File: src/verilog/obi_pkg.sv
// OBI data port package with bus widths, request and response types and access sizes
`default_nettype none

package obi_pkg;

  //////////////////////////////
  // Bus widths
  //////////////////////////////

  // Byte address and data word width
  localparam int unsigned ADDR_W = 32;
  localparam int unsigned DATA_W = 32;

  // Request check code covers wdata, atop, dbg, be/we, prot/memtype and addr
  localparam int unsigned ACHK_W = 12;

  // Response check code covers rdata bytes and err
  localparam int unsigned RCHK_W = 5;

  // Upper half of memory is integrity protected
  localparam int unsigned INTEGRITY_ADDR_BIT = 31;

  //////////////////////////////
  // Access size
  //////////////////////////////

  typedef enum logic [1:0] {
    SIZE_BYTE = 2'b00,
    SIZE_HALF = 2'b01,
    SIZE_WORD = 2'b10
  } size_e;

  //////////////////////////////
  // A and R channel payloads
  //////////////////////////////

  // A channel payload as seen on the bus
  typedef struct packed {
    logic [ADDR_W-1:0]   addr;
    logic                we;
    logic [DATA_W/8-1:0] be;
    logic [DATA_W-1:0]   wdata;
    // Transfer targets the protected region
    logic                integrity;
    logic [ACHK_W-1:0]   achk;
  } obi_req_t;

  // R channel payload plus the integrity status added by the adapter
  typedef struct packed {
    logic [DATA_W-1:0] rdata;
    logic              err;
    logic [RCHK_W-1:0] rchk;
    logic              integrity;
    // Any parity or check code fault tied to this response
    logic              integrity_err;
  } obi_resp_t;

endpackage

`default_nettype wire

File: src/verilog/trans_if.sv
// Transaction request channel from the load/store front end to the OBI adapter
`default_nettype none

interface trans_if;

  // Request is offered while valid is high
  logic             valid;
  // Adapter accepts the request
  logic             ready;
  // Aligned request, payload held stable while valid
  obi_pkg::obi_req_t req;

  // Front end side
  modport front (
    output valid,
    output req,
    input  ready
  );

  // Adapter side
  modport adapter (
    input  valid,
    input  req,
    output ready
  );

endinterface

`default_nettype wire

File: src/verilog/obi_if.sv
// OBI A and R channel bundle with handshake parity signals
`default_nettype none

interface obi_if;

  // A channel handshake and its inverted parity
  logic req;
  logic reqpar;
  logic gnt;
  logic gntpar;

  // R channel handshake, no back-pressure
  logic rvalid;
  logic rvalidpar;

  // Channel payloads
  obi_pkg::obi_req_t  req_payload;
  obi_pkg::obi_resp_t resp_payload;

  modport master (
    output req, reqpar, req_payload,
    input  gnt, gntpar, rvalid, rvalidpar, resp_payload
  );

  // Memory side
  modport slave (
    input  req, reqpar, req_payload,
    output gnt, gntpar, rvalid, rvalidpar, resp_payload
  );

endinterface

`default_nettype wire

File: src/verilog/obi_integrity_fifo.sv
// Per-transfer queue of integrity attributes and grant faults with response check
`default_nettype none

module obi_integrity_fifo #(
  parameter int unsigned MAX_OUTSTANDING = 2
) (
  input  logic               clk_i,
  input  logic               rst_n_i,
  input  logic               gntpar_err_i,
  input  logic               trans_integrity_i,
  input  logic               trans_we_i,
  input  logic               obi_req_i,
  input  logic               obi_gnt_i,
  input  logic               obi_rvalid_i,
  input  obi_pkg::obi_resp_t obi_resp_i,
  output logic               gntpar_err_resp_o,
  output logic               integrity_resp_o,
  output logic               rchk_err_resp_o
);

  localparam int unsigned CNT_W = $clog2(MAX_OUTSTANDING + 1);
  localparam int unsigned PTR_W = (MAX_OUTSTANDING > 1) ? $clog2(MAX_OUTSTANDING) : 1;

  typedef struct packed {
    logic integrity;
    logic we;
    logic gntpar_err;
  } entry_t;

  entry_t                    entry_mem [MAX_OUTSTANDING];
  entry_t                    head;
  logic [PTR_W-1:0]          wr_ptr;
  logic [PTR_W-1:0]          rd_ptr;
  logic [CNT_W-1:0]          cnt;
  logic                      push;
  logic                      pop;
  logic [obi_pkg::RCHK_W-1:0] rchk_exp;

  // One entry per address phase, one per response
  assign push = obi_req_i && obi_gnt_i;
  assign pop  = obi_rvalid_i;

  always_ff @(posedge clk_i) begin
    if (push) begin
      entry_mem[wr_ptr] <= '{integrity: trans_integrity_i, we: trans_we_i,
                             gntpar_err: gntpar_err_i};
    end
  end

  always_ff @(posedge clk_i or negedge rst_n_i) begin
    if (!rst_n_i) begin
      wr_ptr <= '0;
      rd_ptr <= '0;
      cnt    <= '0;
    end else begin
      if (push) begin
        wr_ptr <= (wr_ptr == PTR_W'(MAX_OUTSTANDING - 1)) ? '0 : wr_ptr + 1'b1;
      end
      if (pop) begin
        rd_ptr <= (rd_ptr == PTR_W'(MAX_OUTSTANDING - 1)) ? '0 : rd_ptr + 1'b1;
      end
      cnt <= cnt + CNT_W'(push) - CNT_W'(pop);
    end
  end

  //////////////////////////////
  // Response side
  //////////////////////////////

  assign head = entry_mem[rd_ptr];

  // Even parity per rdata byte, err on top
  assign rchk_exp = {
    ^obi_resp_i.err,
    ^obi_resp_i.rdata[31:24],
    ^obi_resp_i.rdata[23:16],
    ^obi_resp_i.rdata[15:8],
    ^obi_resp_i.rdata[7:0]
  };

  // Only valid in the rvalid cycle
  assign gntpar_err_resp_o = obi_rvalid_i && head.gntpar_err;
  assign integrity_resp_o  = obi_rvalid_i && head.integrity;
  // Writes carry no checked read data
  assign rchk_err_resp_o   = obi_rvalid_i && head.integrity && !head.we &&
                             (obi_resp_i.rchk != rchk_exp);

  // Bus must not grant beyond the front end limit
  assert property (@(posedge clk_i) disable iff (!rst_n_i)
                   push && !pop |-> (cnt != CNT_W'(MAX_OUTSTANDING)))
    else $error("Integrity queue overflow");

  assert property (@(posedge clk_i) disable iff (!rst_n_i) pop |-> (cnt != '0))
    else $error("Integrity queue underflow");

endmodule

`default_nettype wire

File: src/verilog/lsu_obi_front.sv
// Load/store front end that aligns core requests and extends returned load data
`default_nettype none

module lsu_obi_front #(
  parameter int unsigned MAX_OUTSTANDING = 2
) (
  input  logic                        clk_i,
  input  logic                        rst_n_i,
  // Core request side
  input  logic                        core_req_i,
  output logic                        core_ready_o,
  input  logic [obi_pkg::ADDR_W-1:0]  core_addr_i,
  input  logic                        core_we_i,
  input  obi_pkg::size_e              core_size_i,
  input  logic                        core_signed_i,
  input  logic [obi_pkg::DATA_W-1:0]  core_wdata_i,
  // Core response side
  output logic                        core_rvalid_o,
  output logic [obi_pkg::DATA_W-1:0]  core_rdata_o,
  output logic                        core_err_o,
  // Towards the adapter
  trans_if.front                      trans,
  input  logic                        resp_valid_i,
  input  obi_pkg::obi_resp_t          resp_i
);

  localparam int unsigned CNT_W = $clog2(MAX_OUTSTANDING + 1);
  localparam int unsigned PTR_W = (MAX_OUTSTANDING > 1) ? $clog2(MAX_OUTSTANDING) : 1;

  // What the load extraction needs to know per transfer
  typedef struct packed {
    obi_pkg::size_e size;
    logic           sign;
    logic [1:0]     offset;
  } ld_info_t;

  ld_info_t                   info_mem [MAX_OUTSTANDING];
  ld_info_t                   rd_info;
  logic [PTR_W-1:0]           wr_ptr;
  logic [PTR_W-1:0]           rd_ptr;
  logic [CNT_W-1:0]           cnt;
  logic                       full;
  logic                       push;
  logic                       pop;
  logic [1:0]                 offset;
  logic [3:0]                 be;
  logic [obi_pkg::DATA_W-1:0] wdata_lane;
  logic [obi_pkg::DATA_W-1:0] rdata_sh;

  //////////////////////////////
  // Request alignment
  //////////////////////////////

  assign offset = core_addr_i[1:0];

  // Byte enables follow size and low address bits
  always_comb begin
    case (core_size_i)
      obi_pkg::SIZE_BYTE: be = 4'b0001 << offset;
      obi_pkg::SIZE_HALF: be = 4'b0011 << offset;
      default:            be = 4'b1111;
    endcase
  end

  // Write data moves onto its byte lanes
  assign wdata_lane = core_wdata_i << {offset, 3'b000};

  // Hold off the core once the response queue is full
  assign full         = (cnt == CNT_W'(MAX_OUTSTANDING));
  assign trans.valid  = core_req_i && !full;
  assign core_ready_o = trans.ready && !full;

  // achk is left to the adapter
  assign trans.req = '{
    addr:      core_addr_i,
    we:        core_we_i,
    be:        be,
    wdata:     wdata_lane,
    integrity: core_addr_i[obi_pkg::INTEGRITY_ADDR_BIT],
    achk:      '0
  };

  //////////////////////////////
  // Outstanding transfer queue
  //////////////////////////////

  assign push = trans.valid && trans.ready;
  assign pop  = resp_valid_i;

  // Payload storage
  always_ff @(posedge clk_i) begin
    if (push) begin
      info_mem[wr_ptr] <= '{size: core_size_i, sign: core_signed_i, offset: offset};
    end
  end

  always_ff @(posedge clk_i or negedge rst_n_i) begin
    if (!rst_n_i) begin
      wr_ptr <= '0;
      rd_ptr <= '0;
      cnt    <= '0;
    end else begin
      if (push) begin
        wr_ptr <= (wr_ptr == PTR_W'(MAX_OUTSTANDING - 1)) ? '0 : wr_ptr + 1'b1;
      end
      if (pop) begin
        rd_ptr <= (rd_ptr == PTR_W'(MAX_OUTSTANDING - 1)) ? '0 : rd_ptr + 1'b1;
      end
      cnt <= cnt + CNT_W'(push) - CNT_W'(pop);
    end
  end

  //////////////////////////////
  // Load data extraction
  //////////////////////////////

  assign rd_info  = info_mem[rd_ptr];
  // Addressed byte down to lane 0
  assign rdata_sh = resp_i.rdata >> {rd_info.offset, 3'b000};

  always_comb begin
    case (rd_info.size)
      obi_pkg::SIZE_BYTE:
        core_rdata_o = {{(obi_pkg::DATA_W-8){rd_info.sign & rdata_sh[7]}}, rdata_sh[7:0]};
      obi_pkg::SIZE_HALF:
        core_rdata_o = {{(obi_pkg::DATA_W-16){rd_info.sign & rdata_sh[15]}}, rdata_sh[15:0]};
      default:
        core_rdata_o = rdata_sh;
    endcase
  end

  assign core_rvalid_o = resp_valid_i;
  // Bus error goes to the core as is
  assign core_err_o    = resp_i.err;

  // Every response belongs to a transfer granted earlier
  assert property (@(posedge clk_i) disable iff (!rst_n_i) resp_valid_i |-> (cnt != '0))
    else $error("Response with no outstanding transfer");

endmodule

`default_nettype wire

File: src/verilog/data_obi_interface.sv
// OBI adapter adding request parity and check codes and merging integrity faults
`default_nettype none

module data_obi_interface #(
  parameter int unsigned MAX_OUTSTANDING = 2
) (
  input  logic               clk_i,
  input  logic               rst_n_i,
  trans_if.adapter           trans,
  // Consumer is always ready for a response
  output logic               resp_valid_o,
  output obi_pkg::obi_resp_t resp_o,
  output logic               integrity_err_o,
  obi_if.master              obi
);

  obi_pkg::obi_req_t req_payload;
  logic              gntpar_err;
  logic              rvalidpar_err;
  logic              gntpar_err_resp;
  logic              integrity_resp;
  logic              rchk_err_resp;

  //////////////////////////////
  // A channel
  //////////////////////////////

  // Front end keeps the request stable, so it goes to the bus directly
  assign obi.req    = trans.valid;
  assign obi.reqpar = ~trans.valid;
  assign trans.ready = obi.gnt;

  always_comb begin
    req_payload      = trans.req;
    // Fields absent from this port count as zero
    req_payload.achk = {
      ^trans.req.wdata[31:24],
      ^trans.req.wdata[23:16],
      ^trans.req.wdata[15:8],
      ^trans.req.wdata[7:0],
      1'b0,
      1'b1,
      ~^{trans.req.be, trans.req.we},
      1'b1,
      ^trans.req.addr[31:24],
      ^trans.req.addr[23:16],
      ^trans.req.addr[15:8],
      ^trans.req.addr[7:0]
    };
  end

  assign obi.req_payload = req_payload;

  //////////////////////////////
  // R channel and integrity
  //////////////////////////////

  // Parity is good when it is the inverse of its signal
  assign gntpar_err    = (obi.gnt == obi.gntpar);
  assign rvalidpar_err = (obi.rvalid == obi.rvalidpar);

  assign resp_valid_o = obi.rvalid;

  always_comb begin
    resp_o               = obi.resp_payload;
    resp_o.integrity     = integrity_resp;
    resp_o.integrity_err = rvalidpar_err || gntpar_err_resp || rchk_err_resp;
  end

  // Grant faults are also flagged right away
  assign integrity_err_o = rvalidpar_err || gntpar_err || rchk_err_resp;

  obi_integrity_fifo #(
    .MAX_OUTSTANDING (MAX_OUTSTANDING)
  ) u_obi_integrity_fifo (
    .clk_i             (clk_i),
    .rst_n_i           (rst_n_i),
    .gntpar_err_i      (gntpar_err),
    .trans_integrity_i (trans.req.integrity),
    .trans_we_i        (trans.req.we),
    .obi_req_i         (trans.valid),
    .obi_gnt_i         (obi.gnt),
    .obi_rvalid_i      (obi.rvalid),
    .obi_resp_i        (obi.resp_payload),
    .gntpar_err_resp_o (gntpar_err_resp),
    .integrity_resp_o  (integrity_resp),
    .rchk_err_resp_o   (rchk_err_resp)
  );

endmodule

`default_nettype wire

File: src/verilog/obi_data_subsys.sv
// Data memory port top level joining the load/store front end and the OBI adapter
`default_nettype none

module obi_data_subsys #(
  parameter int unsigned MAX_OUTSTANDING = 2
) (
  input  logic                        clk_i,
  input  logic                        rst_n_i,
  // Core side
  input  logic                        core_req_i,
  output logic                        core_ready_o,
  input  logic [obi_pkg::ADDR_W-1:0]  core_addr_i,
  input  logic                        core_we_i,
  input  obi_pkg::size_e              core_size_i,
  input  logic                        core_signed_i,
  input  logic [obi_pkg::DATA_W-1:0]  core_wdata_i,
  output logic                        core_rvalid_o,
  output logic [obi_pkg::DATA_W-1:0]  core_rdata_o,
  output logic                        core_err_o,
  output logic                        integrity_err_o,
  // OBI A channel
  output logic                        obi_req_o,
  output logic                        obi_reqpar_o,
  output logic [obi_pkg::ADDR_W-1:0]  obi_addr_o,
  output logic                        obi_we_o,
  output logic [3:0]                  obi_be_o,
  output logic [obi_pkg::DATA_W-1:0]  obi_wdata_o,
  output logic [obi_pkg::ACHK_W-1:0]  obi_achk_o,
  input  logic                        obi_gnt_i,
  input  logic                        obi_gntpar_i,
  // OBI R channel
  input  logic                        obi_rvalid_i,
  input  logic                        obi_rvalidpar_i,
  input  logic [obi_pkg::DATA_W-1:0]  obi_rdata_i,
  input  logic                        obi_err_i,
  input  logic [obi_pkg::RCHK_W-1:0]  obi_rchk_i
);

  logic               resp_valid;
  obi_pkg::obi_resp_t resp;

  trans_if u_trans_if ();
  obi_if   u_obi_if ();

  //////////////////////////////
  // Bus pins
  //////////////////////////////

  assign obi_req_o    = u_obi_if.req;
  assign obi_reqpar_o = u_obi_if.reqpar;
  assign obi_addr_o   = u_obi_if.req_payload.addr;
  assign obi_we_o     = u_obi_if.req_payload.we;
  assign obi_be_o     = u_obi_if.req_payload.be;
  assign obi_wdata_o  = u_obi_if.req_payload.wdata;
  assign obi_achk_o   = u_obi_if.req_payload.achk;

  assign u_obi_if.gnt       = obi_gnt_i;
  assign u_obi_if.gntpar    = obi_gntpar_i;
  assign u_obi_if.rvalid    = obi_rvalid_i;
  assign u_obi_if.rvalidpar = obi_rvalidpar_i;
  // Integrity fields are filled in by the adapter
  assign u_obi_if.resp_payload = '{rdata: obi_rdata_i, err: obi_err_i, rchk: obi_rchk_i,
                                   integrity: 1'b0, integrity_err: 1'b0};

  lsu_obi_front #(
    .MAX_OUTSTANDING (MAX_OUTSTANDING)
  ) u_lsu_obi_front (
    .clk_i         (clk_i),
    .rst_n_i       (rst_n_i),
    .core_req_i    (core_req_i),
    .core_ready_o  (core_ready_o),
    .core_addr_i   (core_addr_i),
    .core_we_i     (core_we_i),
    .core_size_i   (core_size_i),
    .core_signed_i (core_signed_i),
    .core_wdata_i  (core_wdata_i),
    .core_rvalid_o (core_rvalid_o),
    .core_rdata_o  (core_rdata_o),
    .core_err_o    (core_err_o),
    .trans         (u_trans_if.front),
    .resp_valid_i  (resp_valid),
    .resp_i        (resp)
  );

  data_obi_interface #(
    .MAX_OUTSTANDING (MAX_OUTSTANDING)
  ) u_data_obi_interface (
    .clk_i           (clk_i),
    .rst_n_i         (rst_n_i),
    .trans           (u_trans_if.adapter),
    .resp_valid_o    (resp_valid),
    .resp_o          (resp),
    .integrity_err_o (integrity_err_o),
    .obi             (u_obi_if.master)
  );

endmodule

`default_nettype wire

File: config.mk
export PLATFORM = sky130hd
export DESIGN_NAME = obi_data_subsys
export DESIGN_NICKNAME = d
export VERILOG_FILES = /design/src/verilog/obi_pkg.sv /design/src/verilog/trans_if.sv /design/src/verilog/obi_if.sv /design/src/verilog/obi_integrity_fifo.sv /design/src/verilog/lsu_obi_front.sv /design/src/verilog/data_obi_interface.sv /design/src/verilog/obi_data_subsys.sv
export SDC_FILE = /design/constraint.sdc
export NUM_CORES = 1
export LEC_CHECK = 0
export BUFFER_PORTS_ARGS = -buffer_cell sky130_fd_sc_hd__buf_2
export CAP_MARGIN = 25
export CORE_ASPECT_RATIO = 0.75
export CORE_MARGIN = 2
export CORE_UTILIZATION = 35
export CTS_CLUSTER_SIZE = 20
export DETAILED_ROUTE_END_ITERATION = 16
export PLACE_DENSITY = 0.7
export RECOVER_POWER = 50
export REMOVE_ABC_BUFFERS = 1
export SYNTH_ARGS = -nofsm -noshare
export SYNTH_HDL_FRONTEND = slang
export SYNTH_SLANG_ARGS = --single-unit
File: constraint.sdc
create_clock -name clk_i -period 4.7 [get_ports clk_i]
set_input_delay 0.94 -clock clk_i [delete_from_list [all_inputs] [get_ports clk_i]]
set_output_delay 0.94 -clock clk_i [all_outputs]
set_load 0.02 [all_outputs]
==> metrics.md, run 1 <==
| Metric | Value |
|---|---|
| Fin crit share | `83.3%` |
| # H-tree levels | `1` |
| Skew final | `~0.0019 ns` |
| Sink Count | `20` |
| Power density over cell area | `around 400 mW/mm2` |
| Synth top area cells | `xnor2_1 21%, mux2i_1 15%, edfxtp_1 13%` |
| Full die area | `0.0101 mm2` |
| Most frequent cells in the layout | `184 x buf_2, 78 x xnor2_1, 47 x mux2i_1` |
| Worst Setup End Kind | `output pin` |
| Share of layout cells above drive strength 1 | `a little over a third` |
| DP Area | `0.00420 mm2` |
| 1st-iter DRT viols | `101` |
| Post-synth cell types | `43` |
| DR WL/cell | `14.8 um` |
| Slew HR | `41.4%` |
| Mapped Cells | `378` |
| Layout area overhead | `30.2%` |
| Crit path to | `core_rdata_o[13]` |
| Post-CTS Resized | `0` |
| Num rows | `30` |
| Worst reg2reg startpoint | `u_lsu_obi_front.cnt[1]` |
| Critical R2R Capture | `u_lsu_obi_front.cnt[1]` |
| Syn Std Cell Area | `0.00326 mm2` |
| Area leader, netlist | `xnor2_1` |
| Vias in the first global route | `3,223` |
| Clock buffer count from CTS | `3` |
| Non-Filler Instances | `687` |
| Core Region | `0.00905 mm2` |
| Crit path time final | `3.91 ns` |
| Remaining DRCs | `0` |
| CP startpoint kind | `register` |
| Initial antenna violation count | `0` |
| Root Driver | `clkbuf_16` |
| CTS max path bufs | `2` |
| Max-slew violations | `0` |
| Worst R2R Setup Slack | `2.86 ns` |
| Routed vias | `between 3,000 and 4,000` |
| Final core utilization | `between 40 and 50%` |
| Min-delay src | `u_data_obi_interface.u_obi_integrity_fifo.wr_ptr` |
| Synth Register Bits | `20` |
| Status | `finished, final reports clean` |
| Count of final hold-check violations | `0` |
| Worst R2R Path Depth | `8` |
| Initial core utilization | `36.1%` |
| Max cap viols | `0` |
| Dpl cells | `between 600 and 700` |
| Synth warnings | `0` |
| First-pass iteration count of the detailed router | `4` |
| Routability congestion estimate | `0.822` |
| Worst Tran Pin Value | `0.879 ns` |
| CP Launch Point | `u_lsu_obi_front.rd_ptr` |
| First-pass GRT wire length | `15,200 um` |
| CTS tree | `built` |
| Register area share after synthesis | `17.5%` |
| Arr. time, crit path | `2.97 ns` |
| Ant diodes | `0` |
| Hold Path Class | `register to register` |
| Worst VDD drop | `148 uV` |
| Largest net degree at the start of global routing | `39` |
| Vias per cell | `4.83` |
| Design Area, Final | `0.00425 mm2` |
| Syn avg cell area | `between 8 and 9 um2` |
| Top cell type's share of synthesized area | `20.9%` |
| CP max FO | `16` |
| Crit Path Class | `register to output pin` |
| Antenna Nets Post-Route | `0` |
| Fin nets | `676` |
| Chip Width | `116 um` |
| Setup total negative slack | `0 ns` |
| Die H | `87.6 um` |
| WP data required | `3.76 ns` |
| Most common cell after layout, fill and taps aside | `buf_2` |
| Post-CTS Hold Fix Bufs | `0` |
| Post-CTS setup buffer count | `0` |
| Num ports | `232` |
| Buffers on Ports | `228` |
| RSZ-0062 raised after global routing | `no` |
| Wirelength, routed | `10,200 um` |
| Final setup viols | `0` |
| Clock edge transition at the registers on the reported setup and hold paths | `0.06 ns` |
| GRT Residual Overflow | `0` |
| Clock Latency Late Sink | `0.25 ns` |
| Total track usage | `18.2%` |
| Final HPWL DP | `about 8300 um` |
| Max Fclk | `0.255 GHz` |
| Cell leakage power | `2.01 nW` |
==> report_power, final <==
group / switching [mW] / internal (mW)
Combinational: 0.728 / 0.452
Sequential: 0.0495 / 0.234
Clock: 0.0634 / 0.169
==> area by class of cell <==
cell class	count	area, um2
Tap cell	128	160
Sequential cell	20	571
Timing Repair Buffer	229	1090
Inverter	4	15.0
Fill cell	902	4800
Multi-Input combinational cell	302	2310
Clock inverter	1	30.0
Clock buffer	3	75.1
==> cell families (layout without fill, tap and decap cells) <==
| family | count (synthesis) | in the layout | share of synthesized area (%) |
|---|---|---|---|
| AO/OA/AOI/OAI | 65 | 65 | 13.4 |
| XOR/XNOR | 97 | 97 | 26.9 |
| adder cells (fa/ha/maj) | 3 | 3 | 1.15 |
| buffers and inverters | 57 | 237 | 12.1 |
| flip-flops | 20 | 20 | 17.5 |
| multiplexers | 53 | 53 | 16.9 |
| other | 2 | 3 | 0.230 |
| AND/OR/NAND/NOR | 81 | 81 | 11.9 |
==> worst max-delay path: stages, from the launching register on <==
cell	delay, ns
dfrtp_1	0.71
mux2i_2	0.66
buf_4	0.35
and2_0	0.45
a21oi_1	0.13
o21ai_0	0.20
buf_2	0.20
==> stage by stage <==
stage | setup slack (ns) | hold WS (ns) | total power, mW
floorplan | 0.610 | 0.447 | 1.05
global placement | 0.919 | 0.464 | 1.45
detailed placement | 0.827 | 0.482 | 1.47
CTS | 0.809 | 0.490 | 1.71
global route | 0.607 | 0.506 | 1.81
finish | 0.786 | 0.491 | 1.70
==> routing by layer <==
metal	share of wire [%]	global-route usage, %	up-vias	wire length [um]
li1	-	-	1612	-
met1	41	21.8	1544	4180
met2	50	34.4	150	5090
met3	7.5	2.15	11	758
met4	1.2	4.93	0	125
met5	0	0	-	0
==> cell usage after synthesis, drive strengths merged <==
master / n
dfrtp: 6
conb: 2
and2: 11
inv: 4
nand2b: 4
buf: 48
nor2b: 8
o22ai: 2
a211o: 1
xnor2: 78
a41oi: 1
ha: 3
nor3: 2
or2: 1
a21o: 1
edfxtp: 14
a32oi: 1
o32ai: 1
mux2: 4
clkbuf: 5
nand3: 1
mux2i: 49
o21ai: 19
xnor3: 2
and3: 2
nor2: 26
a21oi: 19
xor2: 17
nand2: 23
o21bai: 4
a211oi: 9
nand4b: 1
nand3b: 2
o2bb2ai: 7
==> worst min path at each step <==
| stage | end | slack, ns | cells after the start |
|---|---|---|---|
| after floorplan | u_lsu_obi_front.cnt[1] | 0.45 | 1 |
| after global placement | u_lsu_obi_front.cnt[1] | 0.46 | 1 |
| after detailed placement | u_data_obi_interface.u_obi_integrity_fifo.wr_ptr | 0.48 | 1 |
| after CTS | u_data_obi_interface.u_obi_integrity_fifo.wr_ptr | 0.49 | 1 |
| after global routing | u_lsu_obi_front.wr_ptr | 0.51 | 1 |
| final | u_data_obi_interface.u_obi_integrity_fifo.wr_ptr | 0.49 | 1 |
==> flip-flops by register name (all words and copies together) (netlist names) <==
name,count
u_data_obi_interface.u_obi_integrity_fifo.wr_ptr,1
u_lsu_obi_front.info_mem,10
u_lsu_obi_front.wr_ptr,1
u_data_obi_interface.u_obi_integrity_fifo.entry_mem,4
u_data_obi_interface.u_obi_integrity_fifo.rd_ptr,1
u_lsu_obi_front.rd_ptr,1
u_lsu_obi_front.cnt,2
No activity file was read; power rests on OpenSTA's default activity.
==> run 2: changes to the inputs <==
clock period = 3.65 ns   (was 4.7 ns; I/O delays follow)
==> run 2 against run 1 <==
Worst hold slack got worse by 0.14 ns. Design area increased by 0.94%. Final cell count increased by 0.58%. Clock-buffer cell count unchanged. Sequential share of layout area decreased by 0.13 points. Die area unchanged. Largest cell class unchanged. Highest routed layer unchanged.
==> metrics.md, run 2 (synthesis results as in run 1) <==
| Metric | Value |
|---|---|
| Vias in the first global route | `3,214 (-0.28%)` |
| Antenna Nets Post-Route | `0 (unchanged)` |
| Count of final hold-check violations | `0 (unchanged)` |
| Sink Count | `20 (unchanged)` |
| CTS tree | `built` |
| Cell leakage power | `2.03 nW (+0.93%)` |
| # H-tree levels | `1 (unchanged)` |
| Final HPWL DP | `8290 um (-0.11%)` |
| Post-CTS setup buffer count | `0 (unchanged)` |
| First-pass GRT wire length | `15,200 um (+0.45%)` |
| Core Region | `0.00905 mm2 (unchanged)` |
| Multi-input logic area | `0.00231 mm2 (unchanged)` |
| Most common cell after layout, fill and taps aside | `buf_2` |
| Buffers on Ports | `228 (unchanged)` |
| Slowest CP cell | `dfrtp_1` |
| Final hold slack | `0.350 ns (-0.140 ns)` |
| Most frequent cells in the layout | `182 x buf_2, 78 x xnor2_1, 47 x mux2i_1` |
| Root Driver | `clkbuf_16` |
| Die H | `87.6 um (unchanged)` |
| Layout area overhead | `31.4%` |
| Ant diodes | `0 (unchanged)` |
| Worst Setup End Kind | `output pin` |
| First-pass iteration count of the detailed router | `4 (unchanged)` |
| Routability congestion estimate | `0.899 (+9.3%)` |
| Initial core utilization | `36.1% (unchanged)` |
| Clock buffer count from CTS | `3 (unchanged)` |
| Skew final | `0.00277 ns (+0.000896 ns)` |
| # fillers | `887 (-1.7%)` |
| Hold Path Class | `primary input to async pin` |
| Routed vias | `3,378 (+1.8%)` |
| Max stage delay on crit path | `0.71 ns (about the same)` |
| Max cap viols | `0 (unchanged)` |
| Worst reg2reg startpoint | `u_lsu_obi_front.cnt[1]` |
| Share of layout cells above drive strength 1 | `36.1% (+0.10 points)` |
| Slew HR | `55.8% (+14 points)` |
| Non-Filler Instances | `691 (+0.58%)` |
| Worst VDD drop | `272 uV (+84%)` |
| Remaining DRCs | `0 (unchanged)` |
| Status | `finished, final reports clean` |
| Final core utilization | `47.4% (+0.44 points)` |
| Max Fclk | `just under 0.3 GHz` |
| GRT Residual Overflow | `0 (unchanged)` |
| Crit path time final | `3.44 ns` |
| Worst Tran Pin Value | `0.662 ns (-0.217 ns)` |
| Initial antenna violation count | `0 (unchanged)` |
| FF/Latch Area | `571 um2 (unchanged)` |
| Max-slew violations | `0 (unchanged)` |
| Clock Latency Late Sink | `0.25 ns (about the same)` |
| 1st-iter DRT viols | `118 (+17%)` |
| Wirelength, routed | `9930 um (-2.2%)` |
| Total power | `2.19 mW (+29%)` |
| Crit path cell chain | `mux2i_4 -> mux2i_1 -> o22ai_2 -> a32oi_4 -> o21ai_0 -> buf_2` |
| Fin nets | `680 (+0.59%)` |
| Num rows | `30 (unchanged)` |
| Full die area | `0.0101 mm2 (unchanged)` |
| Final setup viols | `0 (unchanged)` |
| Num ports | `232 (unchanged)` |
| DR WL/cell | `14.4 um (-2.8%)` |
| Number of flip-flops in the largest register | `10 (unchanged)` |
| Power density over cell area | `510 mW/mm2 (+28%)` |
| Post-CTS Resized | `0 (unchanged)` |
| Largest Register | `u_lsu_obi_front.info_mem` |
| WP data required | `2.92 ns (-0.84 ns)` |
| CP max FO | `16 (unchanged)` |
| Post-CTS Hold Fix Bufs | `0 (unchanged)` |
| Crit Path Class | `register to output pin` |
| Total track usage | `18.4% (+0.19 points)` |
| Top flop regs | `u_lsu_obi_front.info_mem x10, u_data_obi_interface.u_obi_integrity_fifo.entry_mem x4, u_lsu_obi_front.cnt x2` |
| Vias per cell | `4.89 (+1.2%)` |
| Clock edge transition at the registers on the reported setup and hold paths | `0.05 ns (about the same)` |
| CTS max path bufs | `2 (unchanged)` |
| RSZ-0062 raised after global routing | `no` |
| Dpl cells | `687 (+0.59%)` |
| CP startpoint kind | `register` |
| Arr. time, crit path | `2.71 ns (-0.26 ns)` |
| Fin crit share | `approximately 94%` |
| Largest net degree at the start of global routing | `33 (-15%)` |
| Chip Width | `116 um (unchanged)` |
| CP Launch Point | `u_lsu_obi_front.rd_ptr` |
==> run 2: cell count changes in the layout (fill, tap and decap cells not counted) <==
| cell | change |
|---|---|
| buf_4 | +3 |
| clkbuf_1 | +2 |
| buf_2 | -2 |
| buf_12 | +1 |
==> run 2: cell type report <==
type	instances	area share, %
Timing Repair Buffer	233	26.4
Clock inverter	1	0.700
Multi-Input combinational cell	302	53.7
Tap cell	128	3.73
Sequential cell	20	13.3
Clock buffer	3	1.75
Inverter	4	0.350
==> run 2: final timing paths <==
| kind | to | slack (ns) | cells past startpoint |
|---|---|---|---|
| max reg2reg | u_lsu_obi_front.cnt[1] | 1.81 | 8 |
| min reg2reg | u_lsu_obi_front.cnt[1] | 0.48 | 1 |
| max in group asynchronous | u_data_obi_interface.u_obi_integrity_fifo.rd_ptr | 3.05 | 1 |
| min | u_lsu_obi_front.cnt[1] | 0.35 | 1 |
| min in group clk_i | u_lsu_obi_front.cnt[1] | 0.48 | 1 |
| max | core_rdata_o[22] | 0.21 | 6 |
==> run 2: layer usage <==
layer | routed length [um] | track usage (%) | vias to the layer above
met3 | 716 | 2.15 | 15
met2 | 5130 | 36.2 | 172
met1 | 3930 | 20.9 | 1565
met5 | 0 | 0 | -
li1 | - | - | 1626
met4 | 161 | 4.93 | 0
==> run 2: power breakdown <==
part	total (mW)	switching, mW	internal [mW]
clock	0.295	0.0776	0.217
sequential	0.366	0.0646	0.302
combinational	1.53	0.933	0.595
total	2.19	1.08	1.11
==> run 2: through the flow <==
stage	cell area [um2]	worst slack [ns]	TNS (ns)
3_5_place_dp	4240	0.494	0
4_1_cts	4350	0.193	0
6_report	4290	0.210	0
2_1_floorplan	2890	-0.230	-2.79
3_3_place_gp	4240	0.578	0
5_1_grt	4290	0.0320	0
==> run 2: worst max-delay path, delay by kind of cell (launching register included) <==
kind                   cells  cell delay [ns]
flip-flops                 1             0.71
AO/OA/AOI/OAI              3             0.78
multiplexers               2             0.77
buffers and inverters      1             0.20
